### config.mk
export PLATFORM = sky130hd
export DESIGN_NAME = shf_info_queue_flat
export DESIGN_NICKNAME = d
export VERILOG_FILES = /design/src/logic/shf_pkg.sv /design/src/logic/shf_info_if.sv /design/src/logic/shf_info_queue.sv /design/src/flat_wrapper.sv
export SDC_FILE = /design/constraint.sdc
export NUM_CORES = 1
export LEC_CHECK = 0
export BUFFER_PORTS_ARGS = -buffer_cell sky130_fd_sc_hd__buf_2
export CORE_MARGIN = 2
export CORE_UTILIZATION = 45
export DETAILED_ROUTE_END_ITERATION = 8
export GPL_ROUTABILITY_DRIVEN = 0
export HOLD_SLACK_MARGIN = 0.15
export PLACE_DENSITY_LB_ADDON = 0.3
export RECOVER_POWER = 100
export SYNTH_ARGS = -nofsm -noshare
export SYNTH_HDL_FRONTEND = slang
export SYNTH_SLANG_ARGS = --single-unit
### constraint.sdc
create_clock -name clk_i -period 7.2 [get_ports clk_i]
set_input_delay 0.36 -clock clk_i [delete_from_list [all_inputs] [get_ports clk_i]]
set_output_delay 0.36 -clock clk_i [all_outputs]
set_load 0.01 [all_outputs]
### src/logic/shf_pkg.sv
/*
 * Widths, typedefs and constants of the matrix load shuffle path
 */
`default_nettype none

package shf_pkg;

  // ----------------------------------------
  // Geometry
  // ----------------------------------------
  // Lane exits and nibbles per lane
  localparam int unsigned NR_LANES  = 4;
  localparam int unsigned LANE_NIBS = 8;
  // Full sequential beat, one nibble enable each
  localparam int unsigned SEQ_NIBS  = 32;

  // Shuffle info queue
  localparam int unsigned SHF_DEPTH = 4;
  localparam int unsigned PTR_BITS  = $clog2(SHF_DEPTH);

  // Matrix register addressing
  localparam int unsigned SETS_PER_MREG = 6;
  localparam int unsigned MADDR_BITS    = 5;
  localparam int unsigned BANK_BITS     = 2;

  // ----------------------------------------
  // Types
  // ----------------------------------------
  typedef logic [2:0]                      req_id_t;
  // 0: 2 nibbles, 1: 4 nibbles, 2: 8 nibbles
  typedef logic [1:0]                      sew_t;
  // Beats left in a request, minus one
  typedef logic [3:0]                      cmt_cnt_t;
  typedef logic [1:0]                      md_t;
  typedef logic [MADDR_BITS-1:0]           maddr_t;
  typedef logic [MADDR_BITS-BANK_BITS-1:0] maddr_set_t;
  typedef logic [BANK_BITS-1:0]            maddr_bank_t;
  typedef logic [PTR_BITS-1:0]             shf_ptr_t;
  typedef logic [SEQ_NIBS*4-1:0]           seq_nb_t;
  typedef logic [SEQ_NIBS-1:0]             seq_en_t;
  typedef logic [LANE_NIBS*4-1:0]          lane_data_t;
  typedef logic [LANE_NIBS-1:0]            lane_nbe_t;
  // One bit per request id
  typedef logic [7:0]                      done_vec_t;

endpackage

`default_nettype wire

### src/logic/shf_info_if.sv
/*
 * Head entry of the shuffle info queue and the commit strobe back to it
 */
`timescale 1ns/10ps
`default_nettype none

interface shf_info_if;

  // Head entry present
  logic                 info_valid;
  shf_pkg::req_id_t     req_id;
  shf_pkg::sew_t        sew;
  logic                 vm;
  shf_pkg::cmt_cnt_t    cmt_cnt;
  shf_pkg::maddr_set_t  maddr_set;
  shf_pkg::maddr_bank_t maddr_bank;
  // One beat taken from the head, only while info_valid
  logic                 commit;

  modport queue (
    output info_valid, req_id, sew, vm, cmt_cnt, maddr_set, maddr_bank,
    input  commit
  );

  modport shuffler (
    input  info_valid, req_id, sew, vm, cmt_cnt, maddr_set, maddr_bank,
    output commit
  );

endinterface

`default_nettype wire

### src/logic/shf_info_queue.sv
/*
 * Shuffle info queue: meta intake, matrix address calculation,
 * four-entry FIFO with per-beat commit countdown at the head
 */
`timescale 1ns/10ps
`default_nettype none

module shf_info_queue (
  input  wire logic              clk_i,
  input  wire logic              rst_ni,
  input  wire logic              meta_valid_i,
  output logic                   meta_ready_o,
  input  shf_pkg::req_id_t       meta_req_id_i,
  input  shf_pkg::sew_t          meta_sew_i,
  input  wire logic              meta_vm_i,
  input  shf_pkg::cmt_cnt_t      meta_cmt_cnt_i,
  input  shf_pkg::md_t           meta_md_i,
  shf_info_if.queue              info
);

  // Entry storage
  shf_pkg::req_id_t     req_id_q     [shf_pkg::SHF_DEPTH];
  shf_pkg::sew_t        sew_q        [shf_pkg::SHF_DEPTH];
  logic                 vm_q         [shf_pkg::SHF_DEPTH];
  shf_pkg::cmt_cnt_t    cmt_cnt_q    [shf_pkg::SHF_DEPTH];
  shf_pkg::maddr_set_t  maddr_set_q  [shf_pkg::SHF_DEPTH];
  shf_pkg::maddr_bank_t maddr_bank_q [shf_pkg::SHF_DEPTH];

  // Pointers with wrap flag
  shf_pkg::shf_ptr_t wr_ptr_q, rd_ptr_q;
  logic              wr_flag_q, rd_flag_q;

  logic              full, empty;
  logic              enq, deq, step;
  shf_pkg::maddr_t   maddr_calc;

  // ----------------------------------------
  // Status and strobes
  // ----------------------------------------
  // Flags tell full from empty when the pointers meet
  assign empty = (wr_ptr_q == rd_ptr_q) && (wr_flag_q == rd_flag_q);
  assign full  = (wr_ptr_q == rd_ptr_q) && (wr_flag_q != rd_flag_q);

  assign meta_ready_o = !full;
  assign enq          = meta_valid_i && meta_ready_o;
  // Last beat pops, others just step the head
  assign deq          = info.commit && (info.cmt_cnt == '0);
  assign step         = info.commit && (info.cmt_cnt != '0);

  // Base address of the matrix register
  assign maddr_calc = shf_pkg::maddr_t'(meta_md_i * shf_pkg::SETS_PER_MREG);

  // Head view
  assign info.info_valid = !empty;
  assign info.req_id     = req_id_q[rd_ptr_q];
  assign info.sew        = sew_q[rd_ptr_q];
  assign info.vm         = vm_q[rd_ptr_q];
  assign info.cmt_cnt    = cmt_cnt_q[rd_ptr_q];
  assign info.maddr_set  = maddr_set_q[rd_ptr_q];
  assign info.maddr_bank = maddr_bank_q[rd_ptr_q];

  // ----------------------------------------
  // Pointer update
  // ----------------------------------------
  always_ff @(posedge clk_i or negedge rst_ni) begin
    if (!rst_ni) begin
      wr_ptr_q  <= '0;
      rd_ptr_q  <= '0;
      wr_flag_q <= 1'b0;
      rd_flag_q <= 1'b0;
    end else begin
      if (enq) begin
        if (wr_ptr_q == shf_pkg::shf_ptr_t'(shf_pkg::SHF_DEPTH - 1)) begin
          wr_ptr_q  <= '0;
          wr_flag_q <= !wr_flag_q;
        end else begin
          wr_ptr_q <= wr_ptr_q + 1'b1;
        end
      end
      if (deq) begin
        if (rd_ptr_q == shf_pkg::shf_ptr_t'(shf_pkg::SHF_DEPTH - 1)) begin
          rd_ptr_q  <= '0;
          rd_flag_q <= !rd_flag_q;
        end else begin
          rd_ptr_q <= rd_ptr_q + 1'b1;
        end
      end
    end
  end

  // ----------------------------------------
  // Entry write and head countdown
  // ----------------------------------------
  always_ff @(posedge clk_i) begin
    if (enq) begin
      req_id_q[wr_ptr_q]     <= meta_req_id_i;
      sew_q[wr_ptr_q]        <= meta_sew_i;
      vm_q[wr_ptr_q]         <= meta_vm_i;
      cmt_cnt_q[wr_ptr_q]    <= meta_cmt_cnt_i;
      // Upper bits select the set, low bits the bank
      maddr_set_q[wr_ptr_q]  <= maddr_calc[shf_pkg::MADDR_BITS-1:shf_pkg::BANK_BITS];
      maddr_bank_q[wr_ptr_q] <= maddr_calc[shf_pkg::BANK_BITS-1:0];
    end
    // Head never equals the write slot while not full
    if (step) begin
      cmt_cnt_q[rd_ptr_q]   <= info.cmt_cnt - 1'b1;
      maddr_set_q[rd_ptr_q] <= info.maddr_set + 1'b1;
    end
  end

endmodule

`default_nettype wire

### src/flat_wrapper.sv
// flat-port wrapper written by rule: the top's interface ports become plain ports
module shf_info_queue_flat 
  (clk_i, rst_ni, meta_valid_i, meta_ready_o, meta_req_id_i, meta_sew_i, meta_vm_i, meta_cmt_cnt_i, meta_md_i, info_info_valid, info_req_id, info_sew, info_vm, info_cmt_cnt, info_maddr_set, info_maddr_bank, info_commit);
  shf_info_if info_i ();
  input  wire logic clk_i;
  input  wire logic rst_ni;
  input  wire logic meta_valid_i;
  output logic meta_ready_o;
  input  shf_pkg::req_id_t meta_req_id_i;
  input  shf_pkg::sew_t meta_sew_i;
  input  wire logic meta_vm_i;
  input  shf_pkg::cmt_cnt_t meta_cmt_cnt_i;
  input  shf_pkg::md_t meta_md_i;
  output wire logic [$bits(info_i.info_valid)-1:0] info_info_valid;
  output wire logic [$bits(info_i.req_id)-1:0] info_req_id;
  output wire logic [$bits(info_i.sew)-1:0] info_sew;
  output wire logic [$bits(info_i.vm)-1:0] info_vm;
  output wire logic [$bits(info_i.cmt_cnt)-1:0] info_cmt_cnt;
  output wire logic [$bits(info_i.maddr_set)-1:0] info_maddr_set;
  output wire logic [$bits(info_i.maddr_bank)-1:0] info_maddr_bank;
  input wire logic [$bits(info_i.commit)-1:0] info_commit;
  assign info_info_valid = info_i.info_valid;
  assign info_req_id = info_i.req_id;
  assign info_sew = info_i.sew;
  assign info_vm = info_i.vm;
  assign info_cmt_cnt = info_i.cmt_cnt;
  assign info_maddr_set = info_i.maddr_set;
  assign info_maddr_bank = info_i.maddr_bank;
  assign info_i.commit = info_commit;
  shf_info_queue u_core (.clk_i(clk_i), .rst_ni(rst_ni), .meta_valid_i(meta_valid_i), .meta_ready_o(meta_ready_o), .meta_req_id_i(meta_req_id_i), .meta_sew_i(meta_sew_i), .meta_vm_i(meta_vm_i), .meta_cmt_cnt_i(meta_cmt_cnt_i), .meta_md_i(meta_md_i), .info(info_i));
endmodule
After elaboration in Yosys (flattened, before gate mapping)
Memories as Yosys holds them, arrays and structs flattened.
Index checks and enable logic that the tools add are counted.
{"block": "op_classes", "add_sub_neg": 4, "n_mul": 1, "eq_ne": 5, "muxes": 6, "reduce_logical": 13}
{"op": "1-bit logical AND", "count": 5}
{"op": "2-bit by 1-bit adder with 2-bit output (second input constant)", "count": 2}
{"op": "2-bit equality test (second input constant)", "count": 2}
{"op": "1-bit zero test", "count": 4}
{"op": "4-bit zero test", "count": 1}
{"op": "2-bit by 2-bit multiplier with 4-bit output (second input constant)", "count": 1}
{"op": "1-bit 2-to-1 mux", "count": 4}
{"op": "2-bit 2-to-1 mux", "count": 2}
{"op": "2-bit AND reduction", "count": 2}
{"op": "4-bit nonzero test", "count": 1}
{"op": "4-bit by 1-bit subtractor with 4-bit output (second input constant)", "count": 1}
{"op": "3-bit by 1-bit adder with 3-bit output (second input constant)", "count": 1}
{"op": "2-bit equality test", "count": 1}
{"op": "1-bit equality test", "count": 1}
{"op": "1-bit inequality test", "count": 1}
{"block": "totals", "reg_bits": 6, "ram_bits": 56, "in_bits": 16, "output_inout_bits": 17, "wordCells": 39, "n_memories": 6}
{"memory": "u_core.cmt_cnt_q", "words": 4, "word_bits": 4, "read_ports": 1, "rd_ports_with_merged_regs": 0, "write_ports": 2, "line_no": "shf_info_queue.sv:25", "text": "shf_pkg::cmt_cnt_t cmt_cnt_q [shf_pkg::SHF_DEPTH];"}
{"memory": "u_core.maddr_set_q", "words": 4, "word_bits": 3, "read_ports": 1, "rd_ports_with_merged_regs": 0, "write_ports": 2, "line_no": "shf_info_queue.sv:26", "text": "shf_pkg::maddr_set_t maddr_set_q [shf_pkg::SHF_DEPTH];"}
{"memory": "u_core.req_id_q", "words": 4, "word_bits": 3, "read_ports": 1, "rd_ports_with_merged_regs": 0, "write_ports": 1, "line_no": "shf_info_queue.sv:22", "text": "shf_pkg::req_id_t req_id_q [shf_pkg::SHF_DEPTH];"}
{"memory": "u_core.sew_q", "words": 4, "word_bits": 2, "read_ports": 1, "rd_ports_with_merged_regs": 0, "write_ports": 1, "line_no": "shf_info_queue.sv:23", "text": "shf_pkg::sew_t sew_q [shf_pkg::SHF_DEPTH];"}
{"memory": "u_core.maddr_bank_q", "words": 4, "word_bits": 1, "read_ports": 1, "rd_ports_with_merged_regs": 0, "write_ports": 1, "line_no": "shf_info_queue.sv:27", "text": "shf_pkg::maddr_bank_t maddr_bank_q [shf_pkg::SHF_DEPTH];"}
{"memory": "u_core.vm_q", "words": 4, "word_bits": 1, "read_ports": 1, "rd_ports_with_merged_regs": 0, "write_ports": 1, "line_no": "shf_info_queue.sv:24", "text": "logic vm_q [shf_pkg::SHF_DEPTH];"}

Logic depth before layout (Yosys ltp)
Gate-level depths: netlist of run 1.
{"block": "logic_depth", "depth_word": 6, "mapped_depth": 9}

Worst setup path after synthesis of run 1
OpenSTA, ideal clock, no wires.
{"block": "synth_path", "path_type": "flip-flop to flip-flop", "start": "register u_core.rd_ptr_q[0]", "end": "memory u_core.cmt_cnt_q[3][0] (netlist name), enable pin", "arrival_time_ns": 2.346, "required_ns": 6.911, "setup_slack_ns": 4.564, "path_stages_with_launch": 9, "path_buffers": 2, "cell_sequence": "dfrtp_1 buf_6 mux4_1 inv_1 ha_1 inv_1 o311ai_4 buf_6 nand2_1"}
{"item": "from (decl)", "line_no": "shf_info_queue.sv:30", "text": "shf_pkg::shf_ptr_t wr_ptr_q, rd_ptr_q;"}
{"item": "from (signal assigned)", "line_no": "shf_info_queue.sv:85", "text": "rd_ptr_q <= rd_ptr_q + 1'b1;"}
{"item": "to (decl)", "line_no": "shf_info_queue.sv:25"}

==> impl_metrics.csv, run 1 <==
group,metric,value,unit
route,drtAntennaViolNets,0,
floorplanning,start_util,46.9,%
finish,n_fill_cell,543,
clock_network,cts_tree,"yes",
route,wl_met3,318,um
clock_network,clockBufferDepth,2,
power,power,1.57,mW
route,met1_length,2610,um
grt,grt_pass1_vias,1642,
worst_hold_path,whs_endpoint,"u_core.req_id_q[3][0]$_DFFE_PP_",
floorplanning,chipHeight,85.6,um
clock_network,insertion_delay,0.34,ns
floorplanning,fp-row-count,29,
critical_path,r2r-start,"u_core.rd_ptr_q[0]$_DFFE_PN0P_",
floorplanning,die_area,7330,um2
power,leakage,1.27,nW
critical_path,ff2ff_path_depth,7,
route,viasPerCell,5.45,
critical_path,r2r-end,"u_core.cmt_cnt_q[0][2]$_DFFE_PP_",
yosys,yosys_warnings,0,
finish,drive_gt1_share,17.1,%
timing,fmax,0.267,GHz
finish,syn2layout_area_growth,11.8,%
timing,worst_pin_slew,1.37,ns
floorplanning,fp.coreArea,6390,um2
critical_path,crit_type,"flip-flop to flip-flop",
clock_network,ctsHoldBuffers,1,
yosys,seq_area_frac_synth,61.1,%
timing,fin_crit,3.74,ns
timing,setup-tns-final,0,ns
job,cap_violations,0,
yosys,ys_ff_latch,62,
clock_network,clk_pin_slew_worst_paths,0.07,ns
critical_path,cp.required,7.21,ns
critical_path,r2r_slack,3.46,ns
timing,skew,0.00645,ns
yosys,syn_nets,222,
route,wirelength,5820,um
yosys,synth_top_cell_by_area,"edfxtp_1",
clock_network,cts_buffers,9,
clock_network,root_buffer,"clkbuf_8",
timing,finalSetupViolCount,0,
route,wl_met2,2760,um
critical_path,worst-path-max-fanout,19,
critical_path,start_kind,"flip-flop",
finish,post-route-util,52.4,%
timing,relSlewSlack,8.55,%
placed_design,post_dp_cell_area,3180,um2
finish,finalInstanceArea,3350,um2
critical_path,cp-end-kind,"flip-flop",
worst_hold_path,hold_class,"input port to flip-flop",
worst_hold_path,min_path_cells,1,
critical_path,cp_data_arrival_time,3.75,ns
status,status,"finished clean",
route,drt-wirelength-per-cell,18.7,um
power,ir_drop,0.249,mV
timing,finalMaxSlewViolations,0,
clock_network,htreeDepth,3,
timing,finalHoldViolCount,0,
clock_network,postCtsResizedCells,0,
power,powerDensity,470,nW/um2
finish,layoutNonFillerInstCount,311,
placed_design,placed_cells,294,
route,num_vias,1695,
yosys,syn-cell-area,3000,um2
route,highest_layer,"met4",
timing,period_share,52.0,%
yosys,syn_avg_cell_area,15.4,um2
finish,n_antenna_cell,0,
yosys,synth_top_area_share,56.1,%
yosys,syn_inst,194,
grt,grt_pass1_wl,9160,um
route,first_iter_violations,236,
grt,antenna_found_initial,0,
timing,rsz0062_at_grt,"false",
route,detailedRoute.firstPassIterationCount,4,
floorplanning,ios,33,
clock_network,cts_sinks,62,
placed_design,hpwl,4100,um
finish,final_net_count,257,
worst_hold_path,hp-start,"meta_req_id_i[0]",
yosys,ys_types,26,
clock_network,post-cts-setup-buffers,0,
grt,gr-usage-all-layers,17.2,%
route,drc,0,
yosys,synthTopCellsByArea,"edfxtp_1 56%, mux4_2 7.5%, dfrtp_1 5.0%",
grt,overflow,0,
grt,grt_max_degree,20,
placed_design,placement.io_buffers,31,
floorplanning,die_w,85.6,um
==> Yosys cell counts <==
cell / number
dfrtp_1: 6
nor3_2: 1
mux2_1: 4
mux4_2: 10
nand2_1: 31
nor2_1: 2
o21ai_1: 8
buf_4: 1
mux2i_1: 4
xnor2_1: 7
conb_1: 1
edfxtp_1: 56
buf_2: 1
nor3_1: 1
mux4_1: 4
nand3b_1: 1
mux2_2: 2
inv_1: 13
ha_1: 12
o311ai_4: 4
buf_1: 2
o21ai_0: 14
buf_6: 5
a31oi_1: 1
xor2_1: 1
nand3_1: 2
==> critical path, cell delays in order, from the launching register on <==
cell      delay [ns]
dfrtp_1         0.37
clkbuf_1        1.01
mux4_2          0.66
inv_1           0.08
ha_1            0.17
inv_1           0.18
o311ai_4        0.59
nand2_1         0.35
==> area by class of cell <==
cell class / count / area, um2 / area share [%]
sequential: 62 / 1830 / 54.7
multi-input combinational: 110 / 1030 / 30.9
timing repair buffer: 33 / 140 / 4.18
clock buffer: 9 / 124 / 3.70
tap: 77 / 96.3 / 2.88
clock inverter: 7 / 73.8 / 2.20
inverter: 13 / 48.8 / 1.46
==> placed cells by master, fill, tap and decap left out, types with 6 or more instances in the layout <==
master,n
buf_2,8
inv_1,13
clkbuf_8,9
edfxtp_1,56
ha_1,12
clkbuf_1,24
xnor2_1,7
mux4_2,10
o21ai_0,18
nand2_1,31
dfrtp_1,6
==> cell families (layout without fill, tap and decap cells) <==
| logic type | Yosys count | after routing | synth area share, % |
|---|---|---|---|
| other cells | 1 | 1 | 0.125 |
| compound gates | 27 | 27 | 7.39 |
| mux | 24 | 24 | 14.6 |
| simple gates | 38 | 38 | 5.22 |
| flops | 62 | 62 | 61.1 |
| fa+ha+maj | 12 | 12 | 5.01 |
| xor+xnor | 8 | 8 | 2.34 |
| buf+inv | 22 | 62 | 4.18 |
==> power breakdown <==
group	internal [mW]	switching, mW	total, mW
logic	0.244	0.422	0.667
registers	0.541	0.0633	0.604
clock network	0.161	0.141	0.302
==> registers in the layout (all words and copies together) (netlist names) <==
name	cells
u_core.rd_ptr_q	2
u_core.wr_ptr_q	2
u_core.maddr_set_q	12
u_core.sew_q	8
u_core.maddr_bank_q	4
u_core.cmt_cnt_q	16
u_core.rd_flag_q	1
u_core.req_id_q	12
u_core.wr_flag_q	1
u_core.vm_q	4
==> through the flow <==
stage / hold WS, ns / setup slack, ns
6_report: 0.272 / 3.46
5_1_grt: 0.285 / 3.11
3_5_place_dp: 0.191 / 4.03
3_3_place_gp: 0.190 / 4.15
2_1_floorplan: 0.0644 / 4.56
4_1_cts: 0.218 / 4.01
==> worst max path at each step <==
| stage | from | endpoint | cells after the start |
|---|---|---|---|
| floorplan | u_core.rd_ptr_q[0]$_DFFE_PN0P_ | u_core.cmt_cnt_q[3][0]$_DFFE_PP_ | 8 |
| global placement | u_core.rd_ptr_q[1]$_DFFE_PN0P_ | u_core.cmt_cnt_q[0][0]$_DFFE_PP_ | 6 |
| detailed placement | u_core.rd_ptr_q[1]$_DFFE_PN0P_ | u_core.maddr_set_q[2][2]$_DFFE_PP_ | 6 |
| CTS | u_core.rd_ptr_q[1]$_DFFE_PN0P_ | u_core.maddr_set_q[2][0]$_DFFE_PP_ | 6 |
| global route | u_core.rd_ptr_q[0]$_DFFE_PN0P_ | u_core.cmt_cnt_q[2][2]$_DFFE_PP_ | 7 |
| finish | u_core.rd_ptr_q[0]$_DFFE_PN0P_ | u_core.cmt_cnt_q[0][2]$_DFFE_PP_ | 7 |
==> metal layers <==
metal / track usage (%) / vias up
li1: - / 796
met1: 24.1 / 817
met2: 26.0 / 69
met3: 3.75 / 13
met4: 7.36 / 0
met5: 0 / -
No activity file was read; power rests on OpenSTA's default activity.
==> run 2: changes to the inputs <==
- clock period: 7.2 -> 3.2 ns (I/O delays scaled with it)
==> run 2 against run 1 <==
Against the previous run:
- clock skew rose by 0.00080 ns
- die area did not move
- setup slack got worse by 3.1 ns
- highest routed layer unchanged
==> impl_metrics.csv, run 2 (same netlist as run 1, synthesis figures left out) <==
group,metric,value,unit
placed_design,hpwl,4090,um
placed_design,place_ws,0.550,ns
finish,n_antenna_cell,0,
critical_path,r2r_slack,0.34,ns
clock_network,clk_pin_slew_worst_paths,0.07,ns
route,detailedRoute.firstPassIterationCount,4,
grt,grt_pass1_vias,1846,
clock_network,clockBufferDepth,2,
route,viasPerCell,5.40,
finish,layoutNonFillerInstCount,327,
timing,finalMaxSlewViolations,0,
finish,final_common_cell,"edfxtp_1",
floorplanning,chipHeight,85.6,um
finish,largest_register_ffs,16,
finish,layout_common_cells,"56 x edfxtp_1, 31 x nand2_1, 26 x clkbuf_1",
critical_path,worst-path-max-fanout,8,
grt,gr-usage-all-layers,18.5,%
finish,multiInputGateArea,1030,um2
critical_path,cp_data_arrival_time,2.92,ns
worst_hold_path,hold_class,"input port to asynchronous set/reset pin",
timing,relSlewSlack,57.5,%
timing,period_share,89.4,%
grt,grt_pass1_wl,9890,um
timing,finalSetupViolCount,0,
floorplanning,ios,33,
power,p_sw_share,37.7,%
clock_network,root_buffer,"clkbuf_8",
placed_design,placement.io_buffers,31,
timing,worst_pin_slew,0.634,ns
floorplanning,die_area,7330,um2
placed_design,placed_cells,299,
route,wirelength,6130,um
critical_path,crit_type,"flip-flop to flip-flop",
power,power.share.clock,22.2,%
route,wl_met2,3060,um
power,p_comb_share,42.2,%
floorplanning,die_w,85.6,um
status,status,"finished clean",
timing,setup_slack,0.339,ns
grt,overflow,0,
finish,final_net_count,273,
timing,finalHoldViolCount,0,
critical_path,cp.required,3.26,ns
route,wl_met3,212,um
timing,skew,0.00726,ns
power,ir_drop,0.518,mV
route,drc,0,
finish,n_fill_cell,507,
power,p_int,2.31,mW
critical_path,start_kind,"flip-flop",
clock_network,htreeDepth,3,
finish,drive_gt1_share,16.4,%
floorplanning,start_util,46.9,%
clock_network,cts_sinks,62,
power,powerDensity,1050,nW/um2
clock_network,postCtsResizedCells,0,
clock_network,post-cts-setup-buffers,0,
finish,reg_top3,"u_core.cmt_cnt_q x16, u_core.maddr_set_q x12, u_core.req_id_q x12",
critical_path,ff2ff_path_depth,7,
finish,top_register,"u_core.cmt_cnt_q",
timing,fin_crit,2.86,ns
power,leakage,1.35,nW
finish,regArea,1830,um2
critical_path,cp-end-kind,"flip-flop",
floorplanning,fp.coreArea,6390,um2
critical_path,r2r-end,"u_core.cmt_cnt_q[0][0]$_DFFE_PP_",
route,met1_length,2730,um
power,seqPwrFrac,35.6,%
job,cap_violations,0,
route,drt-wirelength-per-cell,18.8,um
clock_network,ctsHoldBuffers,12,
route,highest_layer,"met4",
finish,syn2layout_area_growth,17.9,%
timing,whs,0.238,ns
route,num_vias,1765,
timing,rsz0062_at_grt,"false",
clock_network,cts_buffers,9,
critical_path,r2r-start,"u_core.rd_ptr_q[0]$_DFFE_PN0P_",
clock_network,insertion_delay,0.34,ns
power,p_sw,1.40,mW
grt,grt_max_degree,19,
clock_network,cts_tree,"yes",
timing,setup-tns-final,0,ns
timing,fmax,0.349,GHz
route,drtAntennaViolNets,0,
floorplanning,fp-row-count,29,
grt,antenna_found_initial,0,
route,first_iter_violations,145,
[run 2: stage by stage]
stage	power (mW)	utilization [%]	area, um2
final	3.70	55.3	3530
after global routing	3.94	55.3	3530
after CTS	3.79	56.0	3570
after detailed placement	2.93	50.4	3220
after global placement	2.90	50.4	3220
after floorplan	2.46	-	3000
[run 2: area by class of cell]
class,count,area share [%]
Clock buffer,10,3.61
Clock inverter,6,3.12
Inverter,13,1.38
Multi-Input combinational cell,110,29.3
Sequential cell,62,51.8
Tap cell,77,2.73
Timing Repair Buffer,49,8.04
[run 2: metal layers]
metal | track usage (%) | vias to the layer above
met5 | 0 | -
li1 | - | 830
met4 | 7.94 | 0
met2 | 29.9 | 42
met1 | 24.5 | 884
met3 | 3.75 | 9
[run 2: critical path, cell delays in order (launching register included)]
cell and delay (ns):
dfrtp_1 0.43, mux4_1 0.70, inv_1 0.11, ha_1 0.19, inv_1 0.18, o311ai_4 0.44
clkbuf_1 0.35, o21ai_0 0.19
[run 2: worst max-delay path by stage]
stage	start	to	slack, ns	depth (start not counted)
after floorplan	u_core.rd_ptr_q[0]$_DFFE_PN0P_	u_core.cmt_cnt_q[3][0]$_DFFE_PP_	0.56	8
after CTS	u_core.rd_ptr_q[0]$_DFFE_PN0P_	u_core.maddr_set_q[1][1]$_DFFE_PP_	0.49	6
after detailed placement	u_core.rd_ptr_q[0]$_DFFE_PN0P_	u_core.cmt_cnt_q[1][1]$_DFFE_PP_	0.55	6
after global placement	u_core.rd_ptr_q[0]$_DFFE_PN0P_	u_core.cmt_cnt_q[2][3]$_DFFE_PP_	0.59	6
final	u_core.rd_ptr_q[0]$_DFFE_PN0P_	u_core.cmt_cnt_q[0][0]$_DFFE_PP_	0.34	7
after global routing	u_core.rd_ptr_q[0]$_DFFE_PN0P_	u_core.cmt_cnt_q[0][0]$_DFFE_PP_	0.17	7
[run 2: power by group through the flow]
stage	clock (mW)	combinational (mW)	sequential, mW
after floorplan	0	1.18	1.28
after detailed placement	0	1.60	1.33
after global routing	0.871	1.72	1.34
final	0.823	1.56	1.32
after CTS	0.834	1.63	1.32
after global placement	0	1.59	1.32
==> run 3: changes to the inputs <==
- CORE_MARGIN: 2 -> 4
==> run 3 against run 2 <==
Against the previous run:
- fmax rose by 4.4%
- sequential share of layout area rose by 0.93 points
- wire length fell by 7.6%
- cell count rose by 0.31%
- hold slack got worse by 0.0089 ns
- global-route usage fell by 2.8 points
- combinational power barely moved
- critical path depth did not move
- core utilization fell by 1.3 points
- design area fell by 1.8%
- setup slack improved by 0.12 ns
- first-iteration DRC count fell by 25%
- critical endpoint is now u_core.cmt_cnt_q[0][3]$_DFFE_PP_
- largest cell class unchanged
==> impl_metrics.csv, run 3 (same netlist as run 1, synthesis figures left out) <==
group,metric,value,unit
timing,whs,0.230,ns
timing,worst_pin_slew,0.635,ns
clock_network,root_buffer,"clkbuf_8",
grt,grt_pass1_wl,9070,um
floorplanning,die_area,8030,um2
critical_path,r2r_slack,0.46,ns
route,viasPerCell,5.29,
finish,layout_common_cells,"56 x edfxtp_1, 31 x nand2_1, 26 x clkbuf_1",
clock_network,htreeDepth,3,
critical_path,ff2ff_path_depth,7,
timing,fmax,0.365,GHz
clock_network,clk_pin_slew_worst_paths,0.07,ns
finish,syn2layout_area_growth,15.8,%
clock_network,clockBufferDepth,2,
timing,finalMaxSlewViolations,0,
floorplanning,chipHeight,89.6,um
worst_hold_path,hold_class,"input port to asynchronous set/reset pin",
finish,final_net_count,274,
route,detailedRoute.firstPassIterationCount,5,
critical_path,r2r-end,"u_core.cmt_cnt_q[0][3]$_DFFE_PP_",
timing,finalSetupViolCount,0,
floorplanning,ios,33,
finish,final_common_cell,"edfxtp_1",
grt,grt_max_degree,17,
power,powerDensity,989,nW/um2
timing,period_share,85.7,%
critical_path,r2r-start,"u_core.rd_ptr_q[0]$_DFFE_PN0P_",
floorplanning,start_util,46.7,%
grt,overflow,0,
clock_network,cts_tree,"yes",
clock_network,insertion_delay,0.34,ns
critical_path,cp-end-kind,"flip-flop",
placed_design,placement.io_buffers,31,
timing,skew,0.00939,ns
critical_path,worst-path-max-fanout,8,
floorplanning,die_w,89.6,um
finish,largest_register_ffs,16,
critical_path,cp_data_arrival_time,2.81,ns
route,num_vias,1736,
placed_design,hpwl,4030,um
clock_network,postCtsResizedCells,0,
job,cap_violations,0,
route,drc,0,
timing,relSlewSlack,57.4,%
clock_network,cts_buffers,9,
power,ir_drop,0.393,mV
critical_path,start_kind,"flip-flop",
grt,antenna_found_initial,0,
finish,top_register,"u_core.cmt_cnt_q",
timing,setup-tns-final,0,ns
clock_network,cts_sinks,62,
floorplanning,fp-row-count,29,
timing,rsz0062_at_grt,"false",
timing,fin_crit,2.74,ns
route,wirelength,5660,um
grt,gr-usage-all-layers,15.7,%
grt,grt_pass1_vias,1757,
power,leakage,1.32,nW
floorplanning,fp.coreArea,6420,um2
finish,n_antenna_cell,0,
route,first_iter_violations,109,
critical_path,cp.required,3.26,ns
critical_path,crit_type,"flip-flop to flip-flop",
finish,reg_top3,"u_core.cmt_cnt_q x16, u_core.maddr_set_q x12, u_core.req_id_q x12",
route,drtAntennaViolNets,0,
finish,drive_gt1_share,17.5,%
route,drt-wirelength-per-cell,17.3,um
status,status,"finished clean",
timing,finalHoldViolCount,0,
-- run 3: what timing repair did --
item / in CTS / in global routing
hold buffers: 12 / 0
buffers inserted: 0 / 0
hold endpoints to repair: 47 / 0
-- run 3: area by class of cell --
type	count	area, um2
Clock buffer	9	124
Clock inverter	7	50.0
Fill cell	521	2950
Inverter	13	48.8
Multi-Input combinational cell	110	1030
Sequential cell	62	1830
Tap cell	77	96.3
Timing Repair Buffer	50	285
-- run 3: layer usage --
layer  vias up  wire, um  global-route usage (%)
li1        834         -                       -
met1       848      2530                    21.2
met2        43      2750                    24.7
met3        11       275                    3.92
met4         0       112                    6.09
met5         -         0                       0
-- run 3: power by group --
group	switching, mW	internal (mW)
sequential	0.102	1.21
combinational	0.948	0.577
clock	0.311	0.281
-- run 3: stage by stage --
| stage | cells | setup WS (ns) | instance area (um2) | power [mW] | utilization, % |
|---|---|---|---|---|---|
| global placement | 300 | 0.557 | 3220 | 2.91 | 50.2 |
| finish | 328 | 0.458 | 3470 | 3.43 | 54.0 |
| detailed placement | 300 | 0.538 | 3220 | 2.93 | 50.2 |
| CTS | 328 | 0.534 | 3520 | 3.54 | 54.8 |
| global route | 328 | 0.260 | 3470 | 3.66 | 54.0 |
| floorplan | 194 | 0.564 | 3000 | 2.46 | - |
-- run 3: how the worst max path moves through the flow --
stage / from / cells after the start / slack, ns / to
6_report: u_core.rd_ptr_q[0]$_DFFE_PN0P_ / 7 / 0.46 / u_core.cmt_cnt_q[0][3]$_DFFE_PP_
5_1_grt: u_core.rd_ptr_q[0]$_DFFE_PN0P_ / 7 / 0.26 / u_core.cmt_cnt_q[1][3]$_DFFE_PP_
4_1_cts: u_core.rd_ptr_q[0]$_DFFE_PN0P_ / 6 / 0.53 / u_core.cmt_cnt_q[2][1]$_DFFE_PP_
3_5_place_dp: u_core.rd_ptr_q[0]$_DFFE_PN0P_ / 6 / 0.54 / u_core.cmt_cnt_q[2][0]$_DFFE_PP_
3_3_place_gp: u_core.rd_ptr_q[0]$_DFFE_PN0P_ / 6 / 0.56 / u_core.cmt_cnt_q[3][0]$_DFFE_PP_
2_1_floorplan: u_core.rd_ptr_q[0]$_DFFE_PN0P_ / 8 / 0.56 / u_core.cmt_cnt_q[3][0]$_DFFE_PP_
-- run 3: worst max-delay path, cell delays in order (launching register included) --
cell      delay [ns]
dfrtp_1         0.49
mux4_1          0.61
inv_1           0.07
ha_1            0.18
inv_1           0.17
o311ai_4        0.44
clkbuf_1        0.34
o21ai_0         0.17
